`src/testbench/program.hex`:
```
// One 32-bit instruction word in hex per line, then its assembly
// Line n holds the word at byte address 4*n
00500513  // 0x00 addi a0, x0, 5
00750513  // 0x04 addi a0, a0, 7
FFD50513  // 0x08 addi a0, a0, -3
00C57513  // 0x0c andi a0, a0, 12
00251513  // 0x10 slli a0, a0, 2
00A02823  // 0x14 sw   a0, 16(x0)
00100513  // 0x18 addi a0, x0, 1
01002503  // 0x1c lw   a0, 16(x0)
00150513  // 0x20 addi a0, a0, 1
00128293  // 0x24 addi t0, t0, 1
00300313  // 0x28 addi t1, x0, 3
FE629AE3  // 0x2c bne  t0, t1, -12
0080056F  // 0x30 jal  a0, +8
0000006F  // 0x34 jal  x0, 0
00050067  // 0x38 jalr x0, 0(a0)

```
`src/logic/rv_pkg.sv`:
```
package rv_pkg;

    localparam int XLEN       = 32;                 // Data and address width
    localparam int REG_ADDR_W = 5;
    localparam int IMEM_DEPTH = 64;                 // Instruction words
    localparam int DMEM_DEPTH = 64;                 // Data words
    localparam int IMEM_AW    = $clog2(IMEM_DEPTH); // Word index bits
    localparam int DMEM_AW    = $clog2(DMEM_DEPTH);

    // Major opcodes of the supported subset
    localparam logic [6:0] OP_OP     = 7'b0110011;
    localparam logic [6:0] OP_OP_IMM = 7'b0010011;
    localparam logic [6:0] OP_LOAD   = 7'b0000011;
    localparam logic [6:0] OP_STORE  = 7'b0100011;
    localparam logic [6:0] OP_BRANCH = 7'b1100011;
    localparam logic [6:0] OP_LUI    = 7'b0110111;
    localparam logic [6:0] OP_JAL    = 7'b1101111;
    localparam logic [6:0] OP_JALR   = 7'b1100111;

    typedef enum logic [3:0] {
        ALU_ADD,
        ALU_SUB,
        ALU_AND,
        ALU_OR,
        ALU_XOR,
        ALU_SLT,
        ALU_SLL,
        ALU_SRL,
        ALU_PASS_B  // Forwards operand B, used by lui
    } alu_op_e;

    typedef enum logic [1:0] {
        WB_ALU,
        WB_MEM,
        WB_PC4      // Link address for jal and jalr
    } wb_sel_e;

    typedef struct packed {
        logic [6:0] funct7;
        logic [4:0] rs2;
        logic [4:0] rs1;
        logic [2:0] funct3;
        logic [4:0] rd;
        logic [6:0] opcode;
    } r_fmt_t;

    typedef struct packed {
        logic [11:0] imm_11_0;
        logic [4:0]  rs1;
        logic [2:0]  funct3;
        logic [4:0]  rd;
        logic [6:0]  opcode;
    } i_fmt_t;

    typedef struct packed {
        logic [6:0] imm_11_5;
        logic [4:0] rs2;
        logic [4:0] rs1;
        logic [2:0] funct3;
        logic [4:0] imm_4_0;
        logic [6:0] opcode;
    } s_fmt_t;

    typedef struct packed {
        logic       imm_12;
        logic [5:0] imm_10_5;
        logic [4:0] rs2;
        logic [4:0] rs1;
        logic [2:0] funct3;
        logic [3:0] imm_4_1;
        logic       imm_11;
        logic [6:0] opcode;
    } b_fmt_t;

    typedef struct packed {
        logic [19:0] imm_31_12;
        logic [4:0]  rd;
        logic [6:0]  opcode;
    } u_fmt_t;

    typedef struct packed {
        logic       imm_20;
        logic [9:0] imm_10_1;
        logic       imm_11;
        logic [7:0] imm_19_12;
        logic [4:0] rd;
        logic [6:0] opcode;
    } j_fmt_t;

    // One fetched word, viewed in each encoding format
    typedef union packed {
        r_fmt_t r_fmt;
        i_fmt_t i_fmt;
        s_fmt_t s_fmt;
        b_fmt_t b_fmt;
        u_fmt_t u_fmt;
        j_fmt_t j_fmt;
    } instr_u;

endpackage

```
`src/logic/ctrl_if.sv`:
```
interface ctrl_if;
    import rv_pkg::*;

    logic                  reg_write;
    logic                  alu_src_imm;   // Immediate as operand B
    alu_op_e               alu_op;
    wb_sel_e               wb_sel;
    logic                  mem_write;
    logic [XLEN-1:0]       imm;           // Sign extended immediate
    logic [REG_ADDR_W-1:0] rs1;
    logic [REG_ADDR_W-1:0] rs2;
    logic [REG_ADDR_W-1:0] rd;
    logic                  is_branch;
    logic                  branch_ne;     // Set for bne
    logic                  is_jal;
    logic                  is_jalr;

    modport dec (output reg_write, alu_src_imm, alu_op, wb_sel, mem_write, imm,
                        rs1, rs2, rd, is_branch, branch_ne, is_jal, is_jalr);
    modport dp  (input  reg_write, alu_src_imm, alu_op, wb_sel, imm, rs1, rs2, rd);
    modport pc  (input  imm, is_jal, is_jalr);

endinterface

```
`src/logic/instr_mem.sv`:
```
module instr_mem (
    input  logic [rv_pkg::XLEN-1:0] addr_i,
    output logic [rv_pkg::XLEN-1:0] instr_o
);
    import rv_pkg::*;

    logic [XLEN-1:0]    rom [IMEM_DEPTH];
    logic [IMEM_AW-1:0] word_idx;
    logic               in_range;

    initial begin
        $readmemh("/design/src/testbench/program.hex", rom);
    end

    assign word_idx = addr_i[IMEM_AW+1:2];            // Byte address to word index
    assign in_range = (addr_i[XLEN-1:IMEM_AW+2] == '0);

    // Fetch past the end yields an all zero word
    always_comb begin
        if (in_range) begin
            instr_o = rom[word_idx];
        end else begin
            instr_o = '0;
        end
    end

endmodule

```
`src/logic/control_unit.sv`:
```
module control_unit (
    input  logic [rv_pkg::XLEN-1:0] pc_i,
    input  logic                    eq_i,
    output logic                    take_branch_o,
    output logic [rv_pkg::XLEN-1:0] instr_o,
    ctrl_if.dec                     ctrl
);
    import rv_pkg::*;

    instr_u ins;

    function automatic alu_op_e alu_from_funct(input logic [2:0] funct3, input logic alt);
        case (funct3)
            3'b000:  return alt ? ALU_SUB : ALU_ADD;
            3'b111:  return ALU_AND;
            3'b110:  return ALU_OR;
            3'b100:  return ALU_XOR;
            3'b010:  return ALU_SLT;
            3'b001:  return ALU_SLL;
            3'b101:  return ALU_SRL;
            default: return ALU_ADD;
        endcase
    endfunction

    instr_mem u_imem (
        .addr_i  (pc_i),
        .instr_o (instr_o)
    );

    assign ins = instr_o;

    // Register indices sit at the same bits in every format
    assign ctrl.rs1 = ins.r_fmt.rs1;
    assign ctrl.rs2 = ins.r_fmt.rs2;
    assign ctrl.rd  = ins.r_fmt.rd;

    always_comb begin
        ctrl.reg_write   = 1'b0;   // Unknown opcodes write nothing
        ctrl.alu_src_imm = 1'b0;
        ctrl.alu_op      = ALU_ADD;
        ctrl.wb_sel      = WB_ALU;
        ctrl.mem_write   = 1'b0;
        ctrl.imm         = '0;
        ctrl.is_branch   = 1'b0;
        ctrl.branch_ne   = 1'b0;
        ctrl.is_jal      = 1'b0;
        ctrl.is_jalr     = 1'b0;
        case (ins.r_fmt.opcode)
            OP_OP: begin
                ctrl.reg_write = 1'b1;
                ctrl.alu_op    = alu_from_funct(ins.r_fmt.funct3, ins.r_fmt.funct7[5]);
            end
            OP_OP_IMM: begin
                ctrl.reg_write   = 1'b1;
                ctrl.alu_src_imm = 1'b1;
                ctrl.alu_op      = alu_from_funct(ins.r_fmt.funct3, 1'b0);
                ctrl.imm         = {{20{ins.i_fmt.imm_11_0[11]}}, ins.i_fmt.imm_11_0};
            end
            OP_LOAD: begin
                ctrl.reg_write   = 1'b1;
                ctrl.alu_src_imm = 1'b1;   // Address is rs1 plus offset
                ctrl.wb_sel      = WB_MEM;
                ctrl.imm         = {{20{ins.i_fmt.imm_11_0[11]}}, ins.i_fmt.imm_11_0};
            end
            OP_STORE: begin
                ctrl.mem_write   = 1'b1;
                ctrl.alu_src_imm = 1'b1;
                ctrl.imm         = {{20{ins.s_fmt.imm_11_5[6]}}, ins.s_fmt.imm_11_5,
                                    ins.s_fmt.imm_4_0};
            end
            OP_BRANCH: begin
                ctrl.is_branch = 1'b1;
                ctrl.branch_ne = ins.r_fmt.funct3[0];   // beq is 000, bne is 001
                ctrl.imm       = {{19{ins.b_fmt.imm_12}}, ins.b_fmt.imm_12, ins.b_fmt.imm_11,
                                  ins.b_fmt.imm_10_5, ins.b_fmt.imm_4_1, 1'b0};
            end
            OP_LUI: begin
                ctrl.reg_write   = 1'b1;
                ctrl.alu_src_imm = 1'b1;
                ctrl.alu_op      = ALU_PASS_B;
                ctrl.imm         = {ins.u_fmt.imm_31_12, 12'b0};
            end
            OP_JAL: begin
                ctrl.reg_write = 1'b1;
                ctrl.wb_sel    = WB_PC4;
                ctrl.is_jal    = 1'b1;
                ctrl.imm       = {{11{ins.j_fmt.imm_20}}, ins.j_fmt.imm_20, ins.j_fmt.imm_19_12,
                                  ins.j_fmt.imm_11, ins.j_fmt.imm_10_1, 1'b0};
            end
            OP_JALR: begin
                ctrl.reg_write   = 1'b1;
                ctrl.wb_sel      = WB_PC4;
                ctrl.is_jalr     = 1'b1;
                ctrl.alu_src_imm = 1'b1;   // Target from rs1 plus offset
                ctrl.imm         = {{20{ins.i_fmt.imm_11_0[11]}}, ins.i_fmt.imm_11_0};
            end
            default: ;
        endcase
    end

    assign take_branch_o = ctrl.is_branch & (eq_i ^ ctrl.branch_ne);

    // No instruction of the subset writes both the register file and memory
    always_comb begin
        a_single_write: assert (!(ctrl.reg_write && ctrl.mem_write))
            else $error("decoder set reg_write and mem_write together");
    end

endmodule

```
`src/logic/reg_alu.sv`:
```
module reg_alu (
    input  logic                    clk_i,
    input  logic                    rst_n_i,
    ctrl_if.dp                      ctrl,
    input  logic [rv_pkg::XLEN-1:0] pc_plus4_i,
    input  logic [rv_pkg::XLEN-1:0] mem_rdata_i,
    output logic                    eq_o,
    output logic [rv_pkg::XLEN-1:0] alu_result_o,
    output logic [rv_pkg::XLEN-1:0] rs2_data_o,
    output logic [rv_pkg::XLEN-1:0] a0_o
);
    import rv_pkg::*;

    logic [XLEN-1:0] regs [1:31];   // x0 is not stored
    logic [XLEN-1:0] rs1_data;
    logic [XLEN-1:0] op_b;
    logic [XLEN-1:0] wb_data;

    always_ff @(posedge clk_i or negedge rst_n_i) begin
        if (!rst_n_i) begin
            for (int i = 1; i < 32; i++) begin
                regs[i] <= '0;
            end
        end else if (ctrl.reg_write && (ctrl.rd != '0)) begin
            regs[ctrl.rd] <= wb_data;
        end
    end

    assign rs1_data   = (ctrl.rs1 == '0) ? '0 : regs[ctrl.rs1];
    assign rs2_data_o = (ctrl.rs2 == '0) ? '0 : regs[ctrl.rs2];
    assign a0_o       = regs[10];

    assign eq_o = (rs1_data == rs2_data_o);         // Compared for beq and bne
    assign op_b = ctrl.alu_src_imm ? ctrl.imm : rs2_data_o;

    always_comb begin
        case (ctrl.alu_op)
            ALU_ADD:    alu_result_o = rs1_data + op_b;
            ALU_SUB:    alu_result_o = rs1_data - op_b;
            ALU_AND:    alu_result_o = rs1_data & op_b;
            ALU_OR:     alu_result_o = rs1_data | op_b;
            ALU_XOR:    alu_result_o = rs1_data ^ op_b;
            ALU_SLT:    alu_result_o = {31'b0, $signed(rs1_data) < $signed(op_b)};
            ALU_SLL:    alu_result_o = rs1_data << op_b[4:0];
            ALU_SRL:    alu_result_o = rs1_data >> op_b[4:0];
            ALU_PASS_B: alu_result_o = op_b;
            default:    alu_result_o = '0;
        endcase
    end

    always_comb begin
        case (ctrl.wb_sel)
            WB_MEM:  wb_data = mem_rdata_i;
            WB_PC4:  wb_data = pc_plus4_i;   // Link address
            default: wb_data = alu_result_o;
        endcase
    end

    // A write aimed at x0 leaves it reading zero in the next cycle
    a_x0_zero: assert property (@(posedge clk_i) disable iff (!rst_n_i)
        (ctrl.reg_write && (ctrl.rd == '0)) |=> ((ctrl.rs1 != '0) || (rs1_data == '0)))
        else $error("x0 read back nonzero after a write");

endmodule

```
`src/logic/pc_unit.sv`:
```
module pc_unit (
    input  logic                    clk_i,
    input  logic                    rst_n_i,
    ctrl_if.pc                      ctrl,
    input  logic                    take_branch_i,
    input  logic [rv_pkg::XLEN-1:0] alu_result_i,
    output logic [rv_pkg::XLEN-1:0] pc_o,
    output logic [rv_pkg::XLEN-1:0] pc_plus4_o
);
    import rv_pkg::*;

    logic [XLEN-1:0] next_pc;

    assign pc_plus4_o = pc_o + 32'd4;

    always_comb begin
        if (ctrl.is_jalr) begin
            next_pc = {alu_result_i[XLEN-1:1], 1'b0};   // rs1 plus offset, bit 0 cleared
        end else if (take_branch_i || ctrl.is_jal) begin
            next_pc = pc_o + ctrl.imm;                  // PC relative target
        end else begin
            next_pc = pc_plus4_o;
        end
    end

    always_ff @(posedge clk_i or negedge rst_n_i) begin
        if (!rst_n_i) begin
            pc_o <= '0;
        end else begin
            pc_o <= next_pc;
        end
    end

    a_pc_aligned: assert property (@(posedge clk_i) disable iff (!rst_n_i)
        pc_o[1:0] == 2'b00)
        else $error("pc not word aligned: %h", pc_o);

endmodule

```
`src/logic/data_mem.sv`:
```
module data_mem (
    input  logic                    clk_i,
    input  logic [rv_pkg::XLEN-1:0] addr_i,
    input  logic                    we_i,
    input  logic [rv_pkg::XLEN-1:0] wdata_i,
    output logic [rv_pkg::XLEN-1:0] rdata_o
);
    import rv_pkg::*;

    logic [XLEN-1:0]    ram [DMEM_DEPTH];
    logic [DMEM_AW-1:0] word_idx;

    assign word_idx = addr_i[DMEM_AW+1:2];   // Upper bits wrap around
    assign rdata_o  = ram[word_idx];         // Combinational read for lw

    always_ff @(posedge clk_i) begin
        if (we_i) begin
            ram[word_idx] <= wdata_i;
        end
    end

    // Only full words are stored
    a_word_store: assert property (@(posedge clk_i)
        we_i |-> (addr_i[1:0] == 2'b00))
        else $error("misaligned store to %h", addr_i);

endmodule

```
`src/logic/cpu_top.sv`:
```
module cpu_top (
    input  logic                    clk_i,
    input  logic                    rst_n_i,
    output logic [rv_pkg::XLEN-1:0] instr_o,
    output logic [rv_pkg::XLEN-1:0] pc_o,
    output logic                    mem_write_o,
    output logic [rv_pkg::XLEN-1:0] a0_o
);
    import rv_pkg::*;

    logic [XLEN-1:0] pc_plus4;
    logic [XLEN-1:0] alu_result;
    logic [XLEN-1:0] rs2_data;
    logic [XLEN-1:0] mem_rdata;
    logic            eq;
    logic            take_branch;

    ctrl_if ctrl_bus ();

    assign mem_write_o = ctrl_bus.mem_write & rst_n_i;   // No stores during reset

    control_unit u_ctrl (
        .pc_i          (pc_o),
        .eq_i          (eq),
        .take_branch_o (take_branch),
        .instr_o       (instr_o),
        .ctrl          (ctrl_bus.dec)
    );

    reg_alu u_reg_alu (
        .clk_i        (clk_i),
        .rst_n_i      (rst_n_i),
        .ctrl         (ctrl_bus.dp),
        .pc_plus4_i   (pc_plus4),
        .mem_rdata_i  (mem_rdata),
        .eq_o         (eq),
        .alu_result_o (alu_result),
        .rs2_data_o   (rs2_data),
        .a0_o         (a0_o)
    );

    pc_unit u_pc (
        .clk_i         (clk_i),
        .rst_n_i       (rst_n_i),
        .ctrl          (ctrl_bus.pc),
        .take_branch_i (take_branch),
        .alu_result_i  (alu_result),
        .pc_o          (pc_o),
        .pc_plus4_o    (pc_plus4)
    );

    data_mem u_dmem (
        .clk_i   (clk_i),
        .addr_i  (alu_result),
        .we_i    (mem_write_o),
        .wdata_i (rs2_data),
        .rdata_o (mem_rdata)
    );

endmodule

```
`config.mk`:
```
export PLATFORM = sky130hd
export DESIGN_NAME = cpu_top
export DESIGN_NICKNAME = d
export VERILOG_FILES = /design/src/logic/rv_pkg.sv /design/src/logic/ctrl_if.sv /design/src/logic/instr_mem.sv /design/src/logic/control_unit.sv /design/src/logic/reg_alu.sv /design/src/logic/pc_unit.sv /design/src/logic/data_mem.sv /design/src/logic/cpu_top.sv
export SDC_FILE = /design/constraint.sdc
export NUM_CORES = 1
export LEC_CHECK = 0
export ABC_AREA = 1
export CAP_MARGIN = 20
export CELL_PAD_IN_SITES_DETAIL_PLACEMENT = 1
export CELL_PAD_IN_SITES_GLOBAL_PLACEMENT = 1
export CORE_MARGIN = 1.5
export CORE_UTILIZATION = 37
export DETAILED_ROUTE_END_ITERATION = 10
export DONT_BUFFER_PORTS = 1
export PLACE_DENSITY_LB_ADDON = 0.15
export SLEW_MARGIN = 30
export SYNTH_ARGS = -nofsm -noshare
export SYNTH_HDL_FRONTEND = slang
export SYNTH_SLANG_ARGS = --single-unit
```
`constraint.sdc`:
```
create_clock -name clk_i -period 1.9 [get_ports clk_i]
set_clock_uncertainty 0.05 [all_clocks]
set_input_delay 0.19 -clock clk_i [delete_from_list [all_inputs] [get_ports clk_i]]
set_output_delay 0.19 -clock clk_i [all_outputs]
set_load 0.05 [all_outputs]
```
==> results_dict.tcl, run 1 <==
set metrics [dict create \
    worst-path-buf-inv 1 \
    antenna_found_initial 0 \
    cpPeakStageDelay_ns 0.38 \
    synth.most_common_cell "nand2_1" \
    grt_use_met1_pct 20.24 \
    place_inst 372 \
    synth-async-reset-ratio_pct 100.0 \
    tightest_slew_ns 0.5135 \
    io_pins 99 \
    area_delta_synth_final_pct 9.118 \
    core_area_mm2 0.005507 \
    fin_cells 382 \
    vias 1545 \
    first_global_vias 1496 \
    path_cells "ha_1 > inv_1 > nor2_2 > nand2_4 > nor2_4 > nand2_1 > nand2_1 > nand2_1" \
    finalPower_w 0.001570 \
    maxSlewViolCount 0 \
    dieArea_mm2 0.006174 \
    wl_mm 4.528 \
    dp_hpwl_mm 3.619 \
    yosys_warnings 0 \
    largest_reg_flops 30 \
    cts_tree "yes" \
    cp.depth 8 \
    io_buffer_count 0 \
    cpMaxStageDelayCell "dfrtp_1" \
    design_area_mm2 0.002306 \
    fin_crit_sh_pct 76.55 \
    switching_share_pct 35.69 \
    ys_seq_area_share_pct 35.52 \
    grt_max_degree 31 \
    endpoint_kind "flop" \
    first_pass_iters 4 \
    reg_top3 "u_pc.pc_o x30" \
    crit_path_frequent_cell "nand2_1" \
    synthCells 272 \
    critPathRequiredTime_ns 2.03 \
    drive_gt1_share_pct 18.39 \
    clkSinkCount 30 \
    clk_latency_ns 0.29 \
    startpoint "u_pc.pc_o[3]$_DFF_PN0_" \
    path_class "reg2reg" \
    pwr-share-seq_pct 40.7 \
    synth_area_leader_cell "dfrtp_1" \
    timing.final.hold_violations 0 \
    avgSynthCellArea_um2 7.769 \
    use_met3_pct 3.721 \
    detail-route-antenna-nets 0 \
    p_sw_w 0.0005605 \
    max-cap-violations 0 \
    cts_max_level 2 \
    clock_power_share_pct 39.7 \
    rsz0062_at_grt "no" \
    finalSetupTns_ns 0 \
    ys_ff_latch 30 \
    top_register "u_pc.pc_o" \
    syn_area_mm2 0.002113 \
    critPathLaunchType "flop" \
    viasPerCell 4.045 \
    synth.top_cells.by_count "79 x nand2_1, 67 x buf_4, 30 x dfrtp_1" \
    peakVddDrop_uv 306.4 \
    cpLargestDelayFamily "simple AND/OR/NAND/NOR gates" \
    die_y_um 78.58 \
    met2_usage_pct 25.52 \
    crit_arrival_ns 1.59 \
    die_x_um 78.58 \
    r2r_cells 8 \
    path_max_fanout 5 \
    grt-busiest-layer "met2" \
    clock-root-buffer "clkbuf_8" \
    start_util_pct 38.38 \
    leakage_nw 1.199 \
    rr_startpoint "u_pc.pc_o[3]$_DFF_PN0_" \
    post-synth-top-area-fraction_pct 35.52 \
    synthFlopType "dfrtp_1" \
    status "finished, final reports clean" \
    setup_viol 0 \
    p_int_w 0.001010 \
    wl_per_cell_um 11.85 \
    relSlewSlack_pct 65.77 \
    ys_types 16 \
    gp_congestion 0.7884 \
    drtIter0Drc 38 \
    grt_overflow 0 \
    synth_edf_count 0 \
    r2r_slack_ns 0.45 \
    rows 27 \
    hp-class "in2async" \
    antenna_cells 0 \
    fin_crit_ns 1.454 \
    clk_pin_slew_worst_paths_ns 0.07 \
    dpl_cell_area_mm2 0.002166 \
    track_usage_pct 16.00 \
    cts_made_buffers 5 \
    power_density_mw_per_mm2 681.0 \
    synthTopCellsByArea "dfrtp_1 36%, buf_4 24%, nand2_1 14%" \
    comb_power_share_pct 19.6 \
    ctsLongestPathBuffers 2 \
    drc 0 \
    max_freq_mhz 687.6 \
    hold_ws_ns 0.2978 \
    finalNetCount 312 \
    rr_endpoint "u_pc.pc_o[28]$_DFF_PN0_" \
    cp-endpoint "u_pc.pc_o[28]$_DFF_PN0_" \
    grt_first_pass_wirelength_mm 7.458 \
]
cell type report:
| cell class | count | area, µm² |
|---|---|---|
| fill | 728 | 3201 |
| sequential | 30 | 750.7 |
| clock buffer | 8 | 110.1 |
| tap | 72 | 90.09 |
| inverter | 17 | 63.81 |
| multi-input combinational | 224 | 1044 |
| timing repair buffer | 31 | 247.7 |
how the worst min path moves through the flow:
stage                       start                       to  cells past startpoint  slack, ns
after global placement    rst_n_i   u_pc.pc_o[4]$_DFF_PN0_                      0      -0.16
final                     rst_n_i   u_pc.pc_o[2]$_DFF_PN0_                      2       0.30
after detailed placement  rst_n_i   u_pc.pc_o[4]$_DFF_PN0_                      0      -0.16
after global routing      rst_n_i   u_pc.pc_o[2]$_DFF_PN0_                      2       0.31
after floorplan           rst_n_i  u_pc.pc_o[10]$_DFF_PN0_                      0      -0.16
after CTS                 rst_n_i   u_pc.pc_o[4]$_DFF_PN0_                      2       0.29
repair_timing:
item	CTS	global route
resized for setup	0	0
hold endpoints to repair	30	0
buffers inserted	0	0
hold buffers	2	0
power by group through the flow:
stage	combinational [W]	clock, W	sequential (W)
global placement	0.000286	0	0.000651
floorplan	0.000395	0	0.000651
detailed placement	0.000286	0	0.000651
finish	0.000308	0.000624	0.000639
CTS	0.000306	0.000642	0.000638
global route	0.000319	0.000676	0.000638
metal layers:
layer	up-vias	wire length, µm
met1	708	2009
met5	-	0
met3	5	344
met4	0	68
li1	763	-
met2	69	2106
cells by family (layout without fill, tap and decap cells):
| kind of cell | count (synthesis) | in the layout | synth area share [%] |
|---|---|---|---|
| XOR/XNOR | 15 | 15 | 6.216 |
| adder cells (fa/ha/maj) | 1 | 1 | 0.5920 |
| buffers and inverters | 84 | 56 | 26.82 |
| flip-flops | 30 | 30 | 35.52 |
| other | 1 | 67 | 0.1774 |
| AND/OR/NAND/NOR | 141 | 141 | 30.67 |
placed cells by master (no fill, tap or decap), drive strengths merged:
cell,count
clkbuf,8
dfrtp,30
nand3b,7
xor2,11
conb,67
buf,30
nor2,42
dlygate4sd3,1
xnor2,4
nand4,1
ha,1
nand2,85
nand3,6
inv,17
stage by stage:
step	setup slack, ns	utilization, %
3_5_place_dp	0.4501	39.33
4_1_cts	0.4373	41.88
3_3_place_gp	0.5037	39.33
6_report	0.4456	41.88
2_1_floorplan	0.1854	-
5_1_grt	0.2914	41.88
No activity file was read; power rests on OpenSTA's default activity.
==> run 2: changes to the inputs <==
--- a/config.mk
+++ b/config.mk
@@ -5,7 +5,7 @@
 export SDC_FILE = /design/constraint.sdc
 export NUM_CORES = 1
 export LEC_CHECK = 0
-export ABC_AREA = 1
+export ABC_AREA = 0
 export CAP_MARGIN = 20
 export CELL_PAD_IN_SITES_DETAIL_PLACEMENT = 1
 export CELL_PAD_IN_SITES_GLOBAL_PLACEMENT = 1
==> constraint.sdc (replaced) <==
create_clock -name clk_i -period 1.46 [get_ports clk_i]
set_clock_uncertainty 0.05 [all_clocks]
set_input_delay 0.146 -clock clk_i [delete_from_list [all_inputs] [get_ports clk_i]]
set_output_delay 0.146 -clock clk_i [all_outputs]
set_load 0.05 [all_outputs]
==> results_dict.tcl, run 2 <==
set metrics [dict create \
    status "finished, final reports clean" \
    first_global_vias 1144 \
    p_sw_w 0.0006904 \
    reg_top3 "u_pc.pc_o x30" \
    switching_share_pct 34.45 \
    top_register "u_pc.pc_o" \
    synth-async-reset-ratio_pct 100.0 \
    peakVddDrop_uv 340.4 \
    fin_cells 289 \
    wl_per_cell_um 12.37 \
    ctsLongestPathBuffers 2 \
    comb_power_share_pct 20.0 \
    nFillCells 567 \
    viasPerCell 3.924 \
    track_usage_pct 13.41 \
    dr_wl_met2_mm 1.879 \
    rr_endpoint "u_pc.pc_o[25]$_DFF_PN0_" \
    start_util_pct 38.60 \
    fin_crit_sh_pct 99.78 \
    gp_congestion 0.8109 \
    synthFlopType "dfrtp_1" \
    first_pass_iters 4 \
    max-cap-violations 0 \
    r2r_slack_ns 0.003 \
    grt_max_degree 31 \
    synthCells 175 \
    place_inst 278 \
    largest_reg_flops 30 \
    ys_seq_area_share_pct 41.18 \
    ys_ff_latch 30 \
    path_max_fanout 6 \
    rsz0062_at_grt "yes" \
    drtIter0Drc 40 \
    synth_edf_count 0 \
    die_x_um 73.19 \
    wl_mm 3.576 \
    antenna_cells 0 \
    avgSynthCellArea_um2 10.42 \
    grt_first_pass_wirelength_mm 5.540 \
    io_pins 99 \
    finalNetCount 224 \
    r2r_cells 5 \
    cts_tree "yes" \
    dpl_cell_area_mm2 0.001977 \
    dp_hpwl_mm 2.776 \
    cts_max_level 2 \
    core_area_mm2 0.004723 \
    design_area_mm2 0.002166 \
    max_freq_mhz 686.5 \
    top_layer "met4" \
    ys_types 21 \
    pwr-share-seq_pct 41.5 \
    vias 1134 \
    synth_area_leader_cell "dfrtp_1" \
    clk_latency_ns 0.27 \
    antenna_found_initial 0 \
    io_buffer_count 0 \
    crit_arrival_ns 1.56 \
    syn_area_mm2 0.001823 \
    detail-route-antenna-nets 0 \
    route.met3.wl_um 261 \
    path_class "reg2reg" \
    dieArea_mm2 0.005357 \
    post-synth-top-area-fraction_pct 41.18 \
    maxSlewViolCount 0 \
    worst_slack_ns 0.003250 \
    final_common_cell "conb_1" \
    critPathLaunchType "flop" \
    path_cells "and4_4 > nor4b_4 > buf_4 > nand3_1 > xnor2_1" \
    rr_startpoint "u_pc.pc_o[2]$_DFF_PN0_" \
    hp-class "in2async" \
    timing.final.hold_violations 0 \
    synthTopCellsByArea "dfrtp_1 41%, buf_4 28%, xnor2_1 12%" \
    rows 25 \
    clock_power_share_pct 38.5 \
    grt_overflow 0 \
    leakage_nw 1.078 \
    synth.most_common_cell "buf_4" \
    cpMaxStageDelayCell "dfrtp_2" \
    clk_pin_slew_worst_paths_ns 0.07 \
    yosys_warnings 0 \
    clkSinkCount 30 \
    clock-root-buffer "clkbuf_8" \
    fin_crit_ns 1.457 \
    die_y_um 73.19 \
    critPathRequiredTime_ns 1.56 \
    setup_viol 0 \
    pre_cts_slack_ns -0.01439 \
    met1Wirelength_mm 1.411 \
    power_density_mw_per_mm2 925.4 \
    endpoint_kind "flop" \
    cts_made_buffers 5 \
    p_int_w 0.001314 \
    area_delta_synth_final_pct 18.81 \
    cpPeakStageDelay_ns 0.40 \
    drive_gt1_share_pct 36.94 \
    synth.top_cells.by_count "67 x buf_4, 30 x dfrtp_1, 24 x xnor2_1" \
    final_cell_mix "67 x conb_1, 37 x buf_4, 24 x xnor2_1, 22 x dfrtp_2, 10 x nand4_1" \
    drc 0 \
]
## run 2: cell count changes after synthesis, moves of 3 or more
cell      change
xnor2_1      +20
nand4_1       +9
nor2_4        -6
inv_1        -16
nand3b_1      -7
and3_1        +3
nor2_2        -7
nand2_2       -5
nand2_1      -70
nor2_1       -24
xor2_1        -7
nand3_1       +3
## run 2: worst max path at each step
stage                            startpoint                 endpoint  slack (ns)
CTS                  u_pc.pc_o[2]$_DFF_PN0_  u_pc.pc_o[25]$_DFF_PN0_       -0.02
global route         u_pc.pc_o[2]$_DFF_PN0_  u_pc.pc_o[19]$_DFF_PN0_       -0.09
detailed placement   u_pc.pc_o[7]$_DFF_PN0_  u_pc.pc_o[17]$_DFF_PN0_       -0.01
floorplan           u_pc.pc_o[10]$_DFF_PN0_  u_pc.pc_o[28]$_DFF_PN0_       -0.23
global placement     u_pc.pc_o[3]$_DFF_PN0_  u_pc.pc_o[31]$_DFF_PN0_       -0.01
finish               u_pc.pc_o[2]$_DFF_PN0_  u_pc.pc_o[25]$_DFF_PN0_       0.003
## run 2: repair_timing
action,4_1_cts,5_1_grt
pin swaps,4,5
gates resized for setup,1,8
hold buffers,2,0
endpoints found under the setup margin,6,15
gates cloned,0,0
hold endpoints to repair,30,0
setup buffers,0,1
## run 2: through the flow
step	util (%)	setup TNS (ns)	total power [W]	hold slack [ns]
2_1_floorplan	-	-3.124	0.001360	-0.1996
3_3_place_gp	41.85	-0.01975	0.001218	-0.1989
3_5_place_dp	41.85	-0.02826	0.001218	-0.1988
4_1_cts	44.98	-0.05916	0.002027	0.2790
5_1_grt	45.85	-0.5991	0.002081	0.3023
6_report	45.85	0	0.002004	0.2915
## run 2: kinds of logic (layout without fill, tap and decap cells)
kind of cell               after synthesis  count (layout)  share of synthesized area [%]
xor gates and xnor gates                28              28                          13.45
adders and majority gates                1               1                         0.6862
buffers and inverters                   69              50                          28.00
DFF                                     30              30                          41.18
other                                    1              67                         0.2057
and+or+nand+nor                         46              46                          16.47
## run 2: power groups by stage
| stage | Sequential, W | Clock, W | Combinational [W] |
|---|---|---|---|
| 6_report | 0.000831 | 0.000772 | 0.000402 |
| 5_1_grt | 0.000830 | 0.000834 | 0.000416 |
| 4_1_cts | 0.000831 | 0.000798 | 0.000398 |
| 3_5_place_dp | 0.000846 | 0 | 0.000372 |
| 3_3_place_gp | 0.000846 | 0 | 0.000372 |
| 2_1_floorplan | 0.000847 | 0 | 0.000513 |
## run 2: layer usage
metal	track usage, %	vias to the layer above
met5	0	-
met4	3.774	0
met3	4.696	2
met2	21.21	46
met1	17.32	556
li1	-	530
## run 2: area by class of cell
type / instances / area, µm² / area share, %
multi-input combinational: 142 / 867.1 / 40.03
sequential: 30 / 778.2 / 35.93
timing repair buffer: 40 / 319.1 / 14.73
clock buffer: 8 / 110.1 / 5.084
tap: 67 / 83.83 / 3.871
inverter: 2 / 7.507 / 0.3466
## run 2: worst max-delay path, delay by kind of cell, from the launching register on
kind / cells / cell delay [ns]
and+or+nand+nor: 3 / 0.54
xor gates and xnor gates: 1 / 0.15
DFF: 1 / 0.40
buffers and inverters: 1 / 0.20
